**src/tictactoe_params.svh**
```systemverilog
`ifndef TICTACTOE_PARAMS_SVH
`define TICTACTOE_PARAMS_SVH

// ------------------------------------------------------------
// Keyboard scan codes, set 2 make codes.
// ------------------------------------------------------------
`define KEY_W      8'h1D   // Up.
`define KEY_A      8'h1C   // Left.
`define KEY_S      8'h1B   // Down.
`define KEY_D      8'h23   // Right.
`define KEY_R      8'h2D   // Restart.
`define KEY_ENTER  8'h5A   // Place.

// ------------------------------------------------------------
// Grid geometry.
// ------------------------------------------------------------
`define GRID_SIZE  3

// ------------------------------------------------------------
// Bus register word addresses.
// ------------------------------------------------------------
`define ADR_BOARD  0
`define ADR_STATUS 1

`endif

```
**src/tictactoePkg.sv**
```systemverilog
`include "tictactoe_params.svh"

package tictactoePkg;

   // Cell contents; empty must stay zero so a cleared board reads as zero.
   typedef enum logic [1:0] {
      cellEmpty = 2'd0,
      cellX     = 2'd1,
      cellO     = 2'd2
   } cellT;

   typedef logic [1:0] posT;   // Grid coordinate, 0 to 2.

   // Row-major, cell (row, col) at index row*GRID_SIZE + col.
   typedef cellT [`GRID_SIZE*`GRID_SIZE-1:0] boardT;

   typedef enum logic [2:0] {
      cmdNone    = 3'd0,
      cmdUp      = 3'd1,
      cmdDown    = 3'd2,
      cmdLeft    = 3'd3,
      cmdRight   = 3'd4,
      cmdRestart = 3'd5,
      cmdPlace   = 3'd6
   } keyCmdT;

   typedef struct packed {
      logic win;
      cellT symbol;   // Empty unless win.
   } lineResultT;

   typedef struct packed {
      posT        cursorX;
      posT        cursorY;
      logic [3:0] moveCount;
      cellT       winner;
      logic       gameOver;
      logic       draw;
      cellT       turn;   // Symbol of the next move.
   } statusT;

endpackage

```
**src/keyDecoder.sv**
```systemverilog
`include "tictactoe_params.svh"

module keyDecoder
   import tictactoePkg::*;
(
   input  logic       Clock,
   input  logic       arstN,
   input  logic [7:0] keyData,
   input  logic       keyboardFlag,
   output keyCmdT     cmd,
   output logic       keyboardReset
);

   logic   flagMeta;
   logic   flagSync;
   logic   flagPrev;
   logic   flagFall;
   keyCmdT decoded;

   // Flag idles high, so the flops reset high to avoid a false edge.
   always_ff @(posedge Clock or negedge arstN) begin
      if (!arstN) begin
         flagMeta <= 1'b1;
         flagSync <= 1'b1;
         flagPrev <= 1'b1;
      end else begin
         flagMeta <= keyboardFlag;
         flagSync <= flagMeta;
         flagPrev <= flagSync;
      end
   end

   assign flagFall = flagPrev & ~flagSync;

   // keyData is held stable by the keyboard until it is released.
   always_comb begin
      case (keyData)
         `KEY_W:     decoded = cmdUp;
         `KEY_S:     decoded = cmdDown;
         `KEY_A:     decoded = cmdLeft;
         `KEY_D:     decoded = cmdRight;
         `KEY_R:     decoded = cmdRestart;
         `KEY_ENTER: decoded = cmdPlace;
         default:    decoded = cmdNone;
      endcase
   end

   always_ff @(posedge Clock or negedge arstN) begin
      if (!arstN) begin
         cmd           <= cmdNone;
         keyboardReset <= 1'b0;
      end else begin
         cmd           <= flagFall ? decoded : cmdNone;
         keyboardReset <= flagFall;   // Released even for unknown codes.
      end
   end

endmodule

```
**src/gameBoard.sv**
```systemverilog
`include "tictactoe_params.svh"

module gameBoard
   import tictactoePkg::*;
(
   input  logic   Clock,
   input  logic   arstN,
   input  keyCmdT cmd,
   input  cellT   winner,
   input  logic   draw,
   output boardT  board,
   output statusT status
);

   localparam posT maxPos = posT'(`GRID_SIZE - 1);

   boardT      cells;
   posT        cursorX;
   posT        cursorY;
   logic [3:0] moveCount;
   logic [3:0] curIdx;
   logic       gameOver;
   cellT       nextSym;

   assign curIdx   = cursorY * 4'(`GRID_SIZE) + cursorX;
   assign gameOver = (winner != cellEmpty) || draw;
   assign nextSym  = moveCount[0] ? cellO : cellX;   // x always opens.

   // ------------------------------------------------------------
   // Cursor, cells and move counter.
   // ------------------------------------------------------------
   always_ff @(posedge Clock or negedge arstN) begin
      if (!arstN) begin
         cells     <= boardT'('0);
         cursorX   <= posT'(1);
         cursorY   <= posT'(1);
         moveCount <= 4'd0;
      end else begin
         case (cmd)
            cmdUp: begin
               if (cursorY != 2'd0) cursorY <= cursorY - 2'd1;
            end
            cmdDown: begin
               if (cursorY != maxPos) cursorY <= cursorY + 2'd1;
            end
            cmdLeft: begin
               if (cursorX != 2'd0) cursorX <= cursorX - 2'd1;
            end
            cmdRight: begin
               if (cursorX != maxPos) cursorX <= cursorX + 2'd1;
            end
            cmdRestart: begin
               cells     <= boardT'('0);   // Cursor keeps its place.
               moveCount <= 4'd0;
            end
            cmdPlace: begin
               // Refused once the game is decided or the cell is taken.
               if (!gameOver && cells[curIdx] == cellEmpty) begin
                  cells[curIdx] <= nextSym;
                  moveCount     <= moveCount + 4'd1;
               end
            end
            default: ;
         endcase
      end
   end

   assign board = cells;

   // Outcome fields are completed at the top level.
   always_comb begin
      status           = '0;
      status.cursorX   = cursorX;
      status.cursorY   = cursorY;
      status.moveCount = moveCount;
      status.winner    = cellEmpty;
      status.gameOver  = 1'b0;
      status.draw      = 1'b0;
      status.turn      = nextSym;
   end

endmodule

```
**src/lineChecker.sv**
```systemverilog
`include "tictactoe_params.svh"

module lineChecker
   import tictactoePkg::*;
#(
   parameter int lineIndex = 0   // 0-2 rows, 3-5 columns, 6-7 diagonals.
) (
   input  boardT      board,
   output lineResultT result
);

   localparam int n = `GRID_SIZE;

   // First cell and stride of the selected line.
   localparam int first = (lineIndex < 3) ? lineIndex * n :
                          (lineIndex < 6) ? lineIndex - 3 :
                          (lineIndex == 6) ? 0 : n - 1;
   localparam int step  = (lineIndex < 3) ? 1 :
                          (lineIndex < 6) ? n :
                          (lineIndex == 6) ? n + 1 : n - 1;

   cellT c0, c1, c2;

   assign c0 = board[first];
   assign c1 = board[first + step];
   assign c2 = board[first + 2*step];

   assign result.win    = (c0 != cellEmpty) && (c0 == c1) && (c1 == c2);
   assign result.symbol = result.win ? c0 : cellEmpty;

endmodule

```
**src/winArbiter.sv**
```systemverilog
module winArbiter
   import tictactoePkg::*;
(
   input  lineResultT [7:0] lineResults,
   input  boardT            board,
   output cellT             winner,
   output logic             draw
);

   logic full;

   // Lowest winning line takes priority, so scan downward.
   always_comb begin
      winner = cellEmpty;
      for (int i = 7; i >= 0; i--) begin
         if (lineResults[i].win) winner = lineResults[i].symbol;
      end
   end

   always_comb begin
      full = 1'b1;
      for (int i = 0; i < $size(board); i++) begin
         if (board[i] == cellEmpty) full = 1'b0;
      end
   end

   assign draw = full && (winner == cellEmpty);   // A last-move win is no draw.

endmodule

```
**src/boardBusSlave.sv**
```systemverilog
`include "tictactoe_params.svh"

module boardBusSlave
   import tictactoePkg::*;
(
   input  logic        Clock,
   input  logic        arstN,
   input  logic        cyc,
   input  logic        stb,
   input  logic        we,
   input  logic [1:0]  adr,
   input  logic [31:0] datWr,
   input  boardT       board,
   input  statusT      status,
   output logic [31:0] datRd,
   output logic        ack
);

   logic        req;
   logic [31:0] readWord;

   assign req = cyc & stb;

   // ------------------------------------------------------------
   // Register map.
   // ------------------------------------------------------------
   always_comb begin
      case (adr)
         2'(`ADR_BOARD):  readWord = 32'(board);
         2'(`ADR_STATUS): readWord = 32'(status);
         default:         readWord = 32'd0;
      endcase
   end

   // Held high while the master keeps stb up.
   always_ff @(posedge Clock or negedge arstN) begin
      if (!arstN)
         ack <= 1'b0;
      else
         ack <= req;
   end

   // Host writes are acknowledged only; datWr goes nowhere.
   always_ff @(posedge Clock) begin
      if (req)
         datRd <= we ? 32'd0 : readWord;
   end

endmodule

```
**src/tictactoeTop.sv**
```systemverilog
module tictactoeTop
   import tictactoePkg::*;
(
   input  logic        Clock,
   input  logic        arstN,
   input  logic [7:0]  keyData,
   input  logic        keyboardFlag,
   output logic        keyboardReset,
   input  logic        cyc,
   input  logic        stb,
   input  logic        we,
   input  logic [1:0]  adr,
   input  logic [31:0] datWr,
   output logic [31:0] datRd,
   output logic        ack
);

   keyCmdT           cmd;
   boardT            board;
   statusT           boardStatus;
   statusT           fullStatus;
   lineResultT [7:0] lineResults;
   cellT             winner;
   logic             draw;

   keyDecoder keyDecoder0 (
      .Clock         (Clock),
      .arstN         (arstN),
      .keyData       (keyData),
      .keyboardFlag  (keyboardFlag),
      .cmd           (cmd),
      .keyboardReset (keyboardReset)
   );

   gameBoard gameBoard0 (
      .Clock  (Clock),
      .arstN  (arstN),
      .cmd    (cmd),
      .winner (winner),
      .draw   (draw),
      .board  (board),
      .status (boardStatus)
   );

   // ------------------------------------------------------------
   // One checker per row, column and diagonal.
   // ------------------------------------------------------------
   for (genvar i = 0; i < 8; i++) begin : genLine
      lineChecker #(.lineIndex(i)) lineChecker0 (
         .board  (board),
         .result (lineResults[i])
      );
   end

   winArbiter winArbiter0 (
      .lineResults (lineResults),
      .board       (board),
      .winner      (winner),
      .draw        (draw)
   );

   always_comb begin
      fullStatus          = boardStatus;
      fullStatus.winner   = winner;
      fullStatus.gameOver = (winner != cellEmpty) || draw;
      fullStatus.draw     = draw;
   end

   boardBusSlave boardBusSlave0 (
      .Clock  (Clock),
      .arstN  (arstN),
      .cyc    (cyc),
      .stb    (stb),
      .we     (we),
      .adr    (adr),
      .datWr  (datWr),
      .board  (board),
      .status (fullStatus),
      .datRd  (datRd),
      .ack    (ack)
   );

endmodule

```
**config.mk**
```make
export PLATFORM = sky130hd
export DESIGN_NAME = tictactoeTop
export DESIGN_NICKNAME = d
export VERILOG_FILES = /design/src/tictactoePkg.sv /design/src/keyDecoder.sv /design/src/gameBoard.sv /design/src/lineChecker.sv /design/src/winArbiter.sv /design/src/boardBusSlave.sv /design/src/tictactoeTop.sv
export VERILOG_INCLUDE_DIRS = /design/src
export SDC_FILE = /design/constraint.sdc
export NUM_CORES = 1
export LEC_CHECK = 0
export ABC_AREA = 1
export BUFFER_PORTS_ARGS = -buffer_cell sky130_fd_sc_hd__buf_4
export CORE_AREA = 2 2 97 80
export DETAILED_ROUTE_END_ITERATION = 10
export DIE_AREA = 0 0 99 82
export PLACE_DENSITY = 0.79
export SLEW_MARGIN = 10
export SYNTH_ARGS = -nofsm -noshare
export SYNTH_HDL_FRONTEND = slang
export SYNTH_HIERARCHICAL = 1
export SYNTH_SLANG_ARGS = --single-unit
```
**constraint.sdc**
```tcl
create_clock -name Clock -period 3.29 [get_ports Clock]
set_input_delay 0.658 -clock Clock [delete_from_list [all_inputs] [get_ports Clock]]
set_output_delay 0.658 -clock Clock [all_outputs]
set_load 0.05 [all_outputs]
```
==> results of run 1 <==
==> metrics by stage <==
step           util, %  area, µm²  hold slack, ns  std cells
4_1_cts          57.72       4145          0.2930        685
2_1_floorplan        -       3856          0.3452        572
5_1_grt          57.89       4158          0.3073        685
3_3_place_gp     56.45       4054          0.3461        677
3_5_place_dp     56.45       4054          0.3468        677
6_report         57.89       4158          0.2803        685
==> metal layers <==
layer | GRT usage [%] | wire length, µm | up-vias
met2 | 39.53 | 4054 | 160
met5 | 0 | 0 | -
met1 | 27.87 | 3660 | 1571
met4 | 8.767 | 137 | 0
met3 | 4.681 | 835 | 17
li1 | - | - | 1767
==> state kept, by name (all words and copies together), names as in the netlist, 2 cells and up <==
register              cells
boardBusSlave0/datRd     18
gameBoard0/board         18
gameBoard0/cursorX        2
gameBoard0/cursorY        2
gameBoard0/moveCount      4
keyDecoder0/cmd           3
==> worst max path at each step <==
stage / startpoint / endpoint / cells past startpoint
6_report: gameBoard0/cursorY[0] / gameBoard0/board[0] / 14
5_1_grt: gameBoard0/cursorY[0] / gameBoard0/board[1] / 14
4_1_cts: gameBoard0/cursorY[0] / gameBoard0/moveCount[1] / 13
3_5_place_dp: gameBoard0/cursorY[0] / gameBoard0/moveCount[1] / 13
3_3_place_gp: gameBoard0/cursorY[0] / gameBoard0/moveCount[1] / 13
2_1_floorplan: gameBoard0/cursorY[0] / gameBoard0/board[0] / 13
==> area by class of cell <==
class | count | area, µm²
fillers | 660 | 3024
inverters | 84 | 315.3
clock inverters | 3 | 22.52
multi-input cells | 410 | 1932
flip-flops and latches | 52 | 1399
well taps | 90 | 112.6
clock buffers | 5 | 68.82
repair buffers | 41 | 307.8
==> layout by cell type (no fill, tap or decap), drive strengths merged, types with 5 or more instances in the layout <==
master and instances:
nand2 177, nor2 89, inv 85, nand3 73
buf 41, dfrtp 29, a21oi 19, edfxtp 18
conb 14, o21ai 11, clkbuf 5, ha 5
dfstp 5, or2 5
==> power groups by stage <==
stage	combinational, mW	clock (mW)	sequential (mW)
2_1_floorplan	0.198	0	0.742
3_3_place_gp	0.262	0	0.714
3_5_place_dp	0.270	0	0.715
4_1_cts	0.271	0.380	0.702
5_1_grt	0.302	0.409	0.704
6_report	0.274	0.376	0.702
==> flow_metrics.tcl, run 1 <==
set metrics [dict create \
    drive_gt1_share_pct 16.81 \
    rsz0062_at_grt "no" \
    timing.rr.start "gameBoard0/cursorY[0]" \
    critPathSlowestCell "dfstp_2" \
    r2r_slack_ns 0.27 \
    initial_core_util_pct 53.01 \
    htree_levels 2 \
    setup_tns_ns 0 \
    wl_per_cell_um 12.68 \
    worst_slack_ns 0.2695 \
    fin_crit_ns 3.020 \
    wirelength_mm 8.688 \
    nets 649 \
    p_clk_share_pct 27.8 \
    io-pin-count 82 \
    p_int_uw 912.2 \
    hold_viol 0 \
    leakagePower_nw 1.979 \
    vias_per_cell 5.131 \
    clock-sinks 52 \
    powerDensity_mw_per_mm2 325.1 \
    critPathRequiredTime_ns 3.49 \
    grt_max_degree 35 \
    place_ws_ns 0.2399 \
    tightest_slew_ns 0.6879 \
    timing.fmax_ghz 0.3311 \
    numCtsBuffers 5 \
    critPathBufInv 3 \
    swShare_pct 32.51 \
    drc 0 \
    path_class "register to register" \
    seq_power_share_pct 51.9 \
    ant_nets 0 \
    period_share_pct 91.81 \
    dr.pass1.iters 7 \
    yosysWarnings 6 \
    clock_latency_ns 0.31 \
    drv_cap 0 \
    crit_family "adder cells" \
    maxSlewViolCount 0 \
    core_area_mm2 0.007182 \
    post-cts-setup-buffer-count 0 \
    die_area_mm2 0.008118 \
    r2r-end "gameBoard0/board[0]" \
    worstSetupEndpointType "register" \
    gr-total-overflow 0 \
    clockRootBuffer "clkbuf_8" \
    cts_tree "done" \
    cts_hold_buf 0 \
    r2r_cells 14 \
    area_growth_pct 9.201 \
    grt_pass1_vias 3386 \
    vdd.ir_drop.worst_v 0.0001739 \
    worstSetupStartpointType "register" \
    die_h_um 82 \
    grt_usage_pct 22.64 \
    p_comb_share_pct 20.3 \
    netlist_area_mm2 0.003807 \
    antenna_found_initial 0 \
    insertedDiodeCount 0 \
    max_stage_delay_ns 0.60 \
    synth_area_per_cell_um2 6.811 \
    crit_path_max_fanout 33 \
    critPathArrivalTime_ns 3.23 \
    die_x_um 99 \
    status "completed" \
    p_sw_uw 439.5 \
    syn_inst 559 \
    port_buffers 35 \
    grt_first_pass_wirelength_mm 14.78 \
    finalPower_mw 1.352 \
    cts_buffer_depth 2 \
    cpMostUsedCell "nand2_1" \
    cts.repair.resized 0 \
    gp_congestion 0.9033 \
    dp_hpwl_mm 6.330 \
    fin_worst_skew_ns 0.009526 \
    vias 3515 \
    max-slew-margin-rel_pct 54.14 \
    rows 28 \
    worstPathCellList "inv_1 -> fa_1 -> inv_1 -> ha_1 -> fa_1 -> nor2_1 -> nand4_1 -> nand2_1 -> inv_2 -> nand3_2 -> nand2_8 -> nand2_1 -> nand2_1 -> nand2_1" \
    cts.clk_slew.worst_paths_ns 0.10 \
    min-delay-path-class "primary input to async pin" \
    first_iter_violations 262 \
    finalSetupViolCount 0 \
]
No activity file was read; power rests on OpenSTA's default activity.
==> run 2: changes to the inputs <==
--- a/config.mk
+++ b/config.mk
@@ -8,10 +8,9 @@
 export LEC_CHECK = 0
 export ABC_AREA = 1
 export BUFFER_PORTS_ARGS = -buffer_cell sky130_fd_sc_hd__buf_4
-export CORE_AREA = 2 2 97 80
+export CORE_AREA = 2 2 113 93
 export DETAILED_ROUTE_END_ITERATION = 10
-export DIE_AREA = 0 0 99 82
-export PLACE_DENSITY = 0.79
+export DIE_AREA = 0 0 115 95
 export SLEW_MARGIN = 10
 export SYNTH_ARGS = -nofsm -noshare
 export SYNTH_HDL_FRONTEND = slang
==> flow_metrics.tcl, run 2 (synthesis results as in run 1) <==
set metrics [dict create \
    status "completed" \
    grt_usage_pct 17.45 \
    cts_tree "done" \
    timing.fmax_ghz 0.3311 \
    swShare_pct 30.16 \
    vias_per_cell 4.782 \
    timing.rr.start "gameBoard0/cursorY[0]" \
    first_iter_violations 200 \
    seq_power_share_pct 46.8 \
    powerDensity_mw_per_mm2 351.1 \
    dp_hpwl_mm 6.473 \
    worstSetupEndpointType "register" \
    wl_per_cell_um 12.29 \
    fin_worst_skew_ns 0.004216 \
    cts.repair.resized 0 \
    final_cell_mix "nand2_1 (157), nor2_1 (82), inv_1 (78)" \
    period_share_pct 91.80 \
    p_int_mw 1.046 \
    cts_buffer_depth 2 \
    cp-endpoint "gameBoard0/moveCount[1]" \
    fin_util_pct 43.03 \
    hold_viol 0 \
    initial_core_util_pct 38.42 \
    gp_congestion 0.8726 \
    antenna_found_initial 0 \
    clockRootBuffer "clkbuf_16" \
    drv_cap 0 \
    r2r_cells 13 \
    stdcell_count 719 \
    place_ws_ns 0.2494 \
    ant_nets 0 \
    path_class "register to register" \
    area_growth_pct 11.99 \
    dr.pass1.iters 5 \
    cts_hold_buf 0 \
    drc 0 \
    r2r_slack_ns 0.27 \
    min-delay-path-class "primary input to async pin" \
    insertedDiodeCount 0 \
    numCtsBuffers 5 \
    nFillCells 1035 \
    critPathArrivalTime_ns 3.26 \
    vias 3438 \
    cts.clk_slew.worst_paths_ns 0.07 \
    maxSlewViolCount 0 \
    max-slew-margin-rel_pct 52.85 \
    crit_path_max_fanout 33 \
    p_comb_share_pct 18.6 \
    p_clk_share_pct 34.6 \
    clock_latency_ns 0.29 \
    final_common_cell "nand2_1" \
    drive_gt1_share_pct 16.75 \
    fin_crit_ns 3.020 \
    tightest_slew_ns 0.7073 \
    dp_cells 711 \
    port_buffers 35 \
    crit_path_start "gameBoard0/cursorY[0]" \
    critPathRequiredTime_ns 3.53 \
    leakagePower_nw 2.009 \
    die_area_mm2 0.01093 \
    setup_tns_ns 0 \
    grt_max_degree 35 \
    worst_slack_ns 0.2699 \
    wirelength_mm 8.834 \
    post-cts-setup-buffer-count 0 \
    die_x_um 115 \
    grt_pass1_vias 3181 \
    nets 651 \
    core_area_mm2 0.009910 \
    die_h_um 95 \
    htree_levels 2 \
    finalSetupViolCount 0 \
    rows 33 \
    r2r-end "gameBoard0/moveCount[1]" \
    io-pin-count 82 \
    grt_first_pass_wirelength_mm 15.05 \
    p_sw_uw 451.6 \
    gr-total-overflow 0 \
    worstSetupStartpointType "register" \
    rsz0062_at_grt "no" \
    clock-sinks 52 \
    vdd.ir_drop.worst_v 0.0001681 \
]
-- run 2: cell count changes in the layout (fill, tap and decap cells not counted), sizes merged --
cell      before  now
clkinvlp       0    1
inv           85   84
clkinv         2    1
clkbuf         5    6
buf           41   43
-- run 2: worst min-delay path by stage --
stage,to,cells past startpoint,startpoint
final,gameBoard0/board[4],1,arstN
after global routing,gameBoard0/moveCount[0],1,arstN
after CTS,gameBoard0/moveCount[0],1,arstN
after detailed placement,keyDecoder0/flagSync,0,keyDecoder0/flagMeta
after global placement,keyDecoder0/flagSync,0,keyDecoder0/flagMeta
after floorplan,keyDecoder0/flagSync,0,keyDecoder0/flagMeta
-- run 2: power by group through the flow --
stage / Clock, mW / Combinational, mW / Sequential [mW]
2_1_floorplan: 0 / 0.198 / 0.742
3_3_place_gp: 0 / 0.273 / 0.713
3_5_place_dp: 0 / 0.277 / 0.713
4_1_cts: 0.531 / 0.279 / 0.700
5_1_grt: 0.554 / 0.310 / 0.703
6_report: 0.519 / 0.278 / 0.700
-- run 2: layer usage --
metal | up-vias | routed length [µm] | track usage (%)
met3 | 5 | 632 | 3.787
met5 | - | 0 | 0
met2 | 108 | 3869 | 27.79
met1 | 1548 | 4275 | 24.63
li1 | 1777 | - | -
met4 | 0 | 55 | 3.313
-- run 2: worst max-delay path: stages, from the launching register on --
cell and delay (ns):
dfstp_2 0.53, inv_1 0.09, fa_1 0.59, inv_1 0.07, ha_1 0.21, fa_1 0.53, inv_1 0.05, nor2_1 0.21
nand2_1 0.11, nand3_2 0.13, nand2_8 0.17, inv_1 0.14, nand2_1 0.06, nand2_1 0.06
-- run 2: layout make-up --
cell class | count | area [µm²] | area share (%)
well taps | 122 | 152.6 | 3.580
repair buffers | 43 | 322.8 | 7.570
inverters | 84 | 315.3 | 7.394
multi-input cells | 410 | 1929 | 45.25
flip-flops and latches | 52 | 1399 | 32.81
clock inverters | 2 | 16.27 | 0.3815
clock buffers | 6 | 128.9 | 3.022
-- run 2: through the flow --
stage	cell area (µm²)	power [mW]	hold WS, ns
finish	4264	1.497	0.3086
global route	4264	1.566	0.3348
CTS	4254	1.510	0.3240
detailed placement	4109	0.9907	0.3473
global placement	4109	0.9851	0.3460
floorplan	3856	0.9391	0.3452
==> run 3: changes to the inputs <==
--- a/config.mk
+++ b/config.mk
@@ -8,11 +8,10 @@
 export LEC_CHECK = 0
 export ABC_AREA = 1
 export BUFFER_PORTS_ARGS = -buffer_cell sky130_fd_sc_hd__buf_4
-export CORE_AREA = 2 2 113 93
+export CORE_AREA = 2 2 107 88
 export DETAILED_ROUTE_END_ITERATION = 10
-export DIE_AREA = 0 0 115 95
+export DIE_AREA = 0 0 109 90
 export SLEW_MARGIN = 10
 export SYNTH_ARGS = -nofsm -noshare
 export SYNTH_HDL_FRONTEND = slang
-export SYNTH_HIERARCHICAL = 1
 export SYNTH_SLANG_ARGS = --single-unit
==> flow_metrics.tcl, run 3 <==
set metrics [dict create \
    synth_area_per_cell_um2 7.445 \
    drv_cap 0 \
    r2r_slack_ns 0.22 \
    grt_pass1_vias 2740 \
    synth-seq-cells 52 \
    synthAdderAreaFrac_pct 2.983 \
    ys_types 43 \
    tightest_slew_ns 0.7945 \
    dp_hpwl_mm 5.780 \
    drive_gt1_share_pct 16.12 \
    initial_core_util_pct 39.06 \
    timing.fmax_ghz 0.3258 \
    vias_per_cell 4.879 \
    finalPower_mw 1.346 \
    clock_latency_ns 0.31 \
    final_cell_mix "nand2_1 (128), nor2_1 (46), nand3_1 (43)" \
    insertedDiodeCount 0 \
    yosysSeqAreaShare_pct 40.63 \
    yosys.area_share.simple_pct 33.39 \
    cts_buffer_depth 2 \
    placed_area_mm2 0.003686 \
    synth_top_family_by_area "simple AND/OR/NAND/NOR gates" \
    gp_congestion 0.9104 \
    clockRootBuffer "clkbuf_8" \
    status "completed" \
    worstSetupEndpointType "register" \
    max-slew-margin-rel_pct 46.84 \
    netlist_top_cells_area "dfrtp_1 (21%), edfxtp_1 (16%), nand2_1 (14%)" \
    yosysMostFrequentCell "nand2_1" \
    die_area_mm2 0.009810 \
    grt_first_pass_wirelength_mm 13.05 \
    critPathArrivalTime_ns 3.31 \
    finalSetupViolCount 0 \
    wl_per_cell_um 12.85 \
    port_buffers 35 \
    fin_worst_skew_ns 0.01012 \
    path_class "register to register" \
    gr-total-overflow 0 \
    muxShareOfSynthArea_pct 0 \
    worstPathCellList "fa_1 -> ha_1 -> inv_1 -> fa_1 -> inv_1 -> nor3_1 -> inv_1 -> o2111a_1 -> nand4_4 -> nand2_8 -> nand2_2 -> nand2_1 -> nand2_1" \
    powerDensity_mw_per_mm2 356.1 \
    worstSetupStartpointType "register" \
    synth_top_area_share_pct 21.10 \
    wirelength_mm 7.772 \
    yosys.area_share.xor_xnor_pct 1.019 \
    hold_viol 0 \
    min-delay-path-class "primary input to async pin" \
    maxSlewViolCount 0 \
    first_iter_violations 242 \
    htree_levels 2 \
    die_x_um 109 \
    critPathSlowestCell "fa_1" \
    critPathRequiredTime_ns 3.53 \
    setup_tns_ns 0 \
    critPathBufInv 3 \
    grt_usage_pct 16.71 \
    cpMostUsedCell "inv_1" \
    vdd.ir_drop.worst_v 0.0001765 \
    nets 544 \
    period_share_pct 93.29 \
    netlist_area_mm2 0.003440 \
    crit_path_max_fanout 31 \
    syn_inst 462 \
    dr.pass1.iters 5 \
    yosysTopAreaCell "dfrtp_1" \
    core_area_mm2 0.008805 \
    antenna_found_initial 0 \
    ant_nets 0 \
    finalInstanceArea_mm2 0.003780 \
    cts_hold_buf 0 \
    cts.clk_slew.worst_paths_ns 0.09 \
    max_stage_delay_ns 0.53 \
    io-pin-count 82 \
    async_flop_share_pct 65.38 \
    rsz0062_at_grt "no" \
    drc 0 \
    final_common_cell "nand2_1" \
    clock-sinks 52 \
    die_h_um 90 \
    synth_edf_count 18 \
    area_growth_pct 9.895 \
    crit_family "adder cells" \
    hold-worst-slack_ns 0.2858 \
    fin_crit_ns 3.069 \
    synth_compound_area_share_pct 9.021 \
    synthTopCellsByCount "nand2_1 (128), nor2_1 (46), nand3_1 (43)" \
    grt_max_degree 35 \
    rows 31 \
    synth_flop_cell "dfrtp_1" \
    cts_tree "done" \
    numCtsBuffers 5 \
    fin_util_pct 42.93 \
    yosysWarnings 0 \
    vias 2952 \
    leakagePower_nw 1.648 \
]
[run 3: cell types whose count changed in the layout (fill, tap and decap cells not counted), moves of 10 or more]
cell / delta
nand3_1: -27
inv_1: -37
nor3_1: +20
nand2_2: -10
nor2_1: -36
nand2_1: -29
[run 3: logic make-up after synthesis]
group,Yosys count
flip-flops,52
other,1
adder cells (fa/ha/maj),7
AO/OA/AOI/OAI,51
XOR/XNOR,4
AND/OR/NAND/NOR,262
buffers and inverters,85
[run 3: metal layers]
layer  GRT usage [%]  up-vias  share of wire [%]
li1                -     1527                  -
met4           4.167        0                1.1
met5               0        -                  0
met2           23.81       79                 42
met1           25.66     1337                 52
met3           3.336        9                5.5
[run 3: through the flow]
stage	setup WS [ns]	std cells
after floorplan	0.4909	475
after global placement	0.1959	597
after detailed placement	0.2135	597
after CTS	0.1633	605
after global routing	0.07727	605
final	0.2207	605
[run 3: worst paths after layout]
check / from / end / cells past startpoint
worst max-delay path: gameBoard0.cursorY[1] / gameBoard0.board[12] / 13
worst min-delay path: arstN / gameBoard0.board[13] / 1
worst max register to register: gameBoard0.cursorY[1] / gameBoard0.board[12] / 13
worst min register to register: keyDecoder0.flagMeta / keyDecoder0.flagSync / 0
max in group asynchronous: arstN / gameBoard0.cursorX[0] / 1
min in group Clock: keyDecoder0.flagMeta / keyDecoder0.flagSync / 0
[run 3: what timing repair did]
item | in CTS | in global routing
gates resized for setup | 0 | 1
endpoints found under the hold margin | 0 | 0
buffers inserted | 0 | 0
endpoints found under the setup margin | 0 | 2
[run 3: power by group]
part	switching, mW	internal, mW	total (mW)
combinational	0.207	0.0744	0.282
sequential	0.0150	0.694	0.709
clock	0.206	0.149	0.355
[run 3: layout make-up]
cell class	instances	area [µm²]
multi-input cells	338	1658
well taps	115	143.9
clock inverters	2	12.51
clock buffers	6	72.57
repair buffers	40	300.3
fillers	891	5025
flip-flops and latches	52	1398
inverters	52	195.2
[run 3: worst reg2reg max path, delay by kind of cell (launching register included)]
family          cells  cell delay, ns
compound gates      1            0.29
buf+inv             3            0.21
fa+ha+maj           3            1.16
simple gates        6            0.89
flops               1            0.44
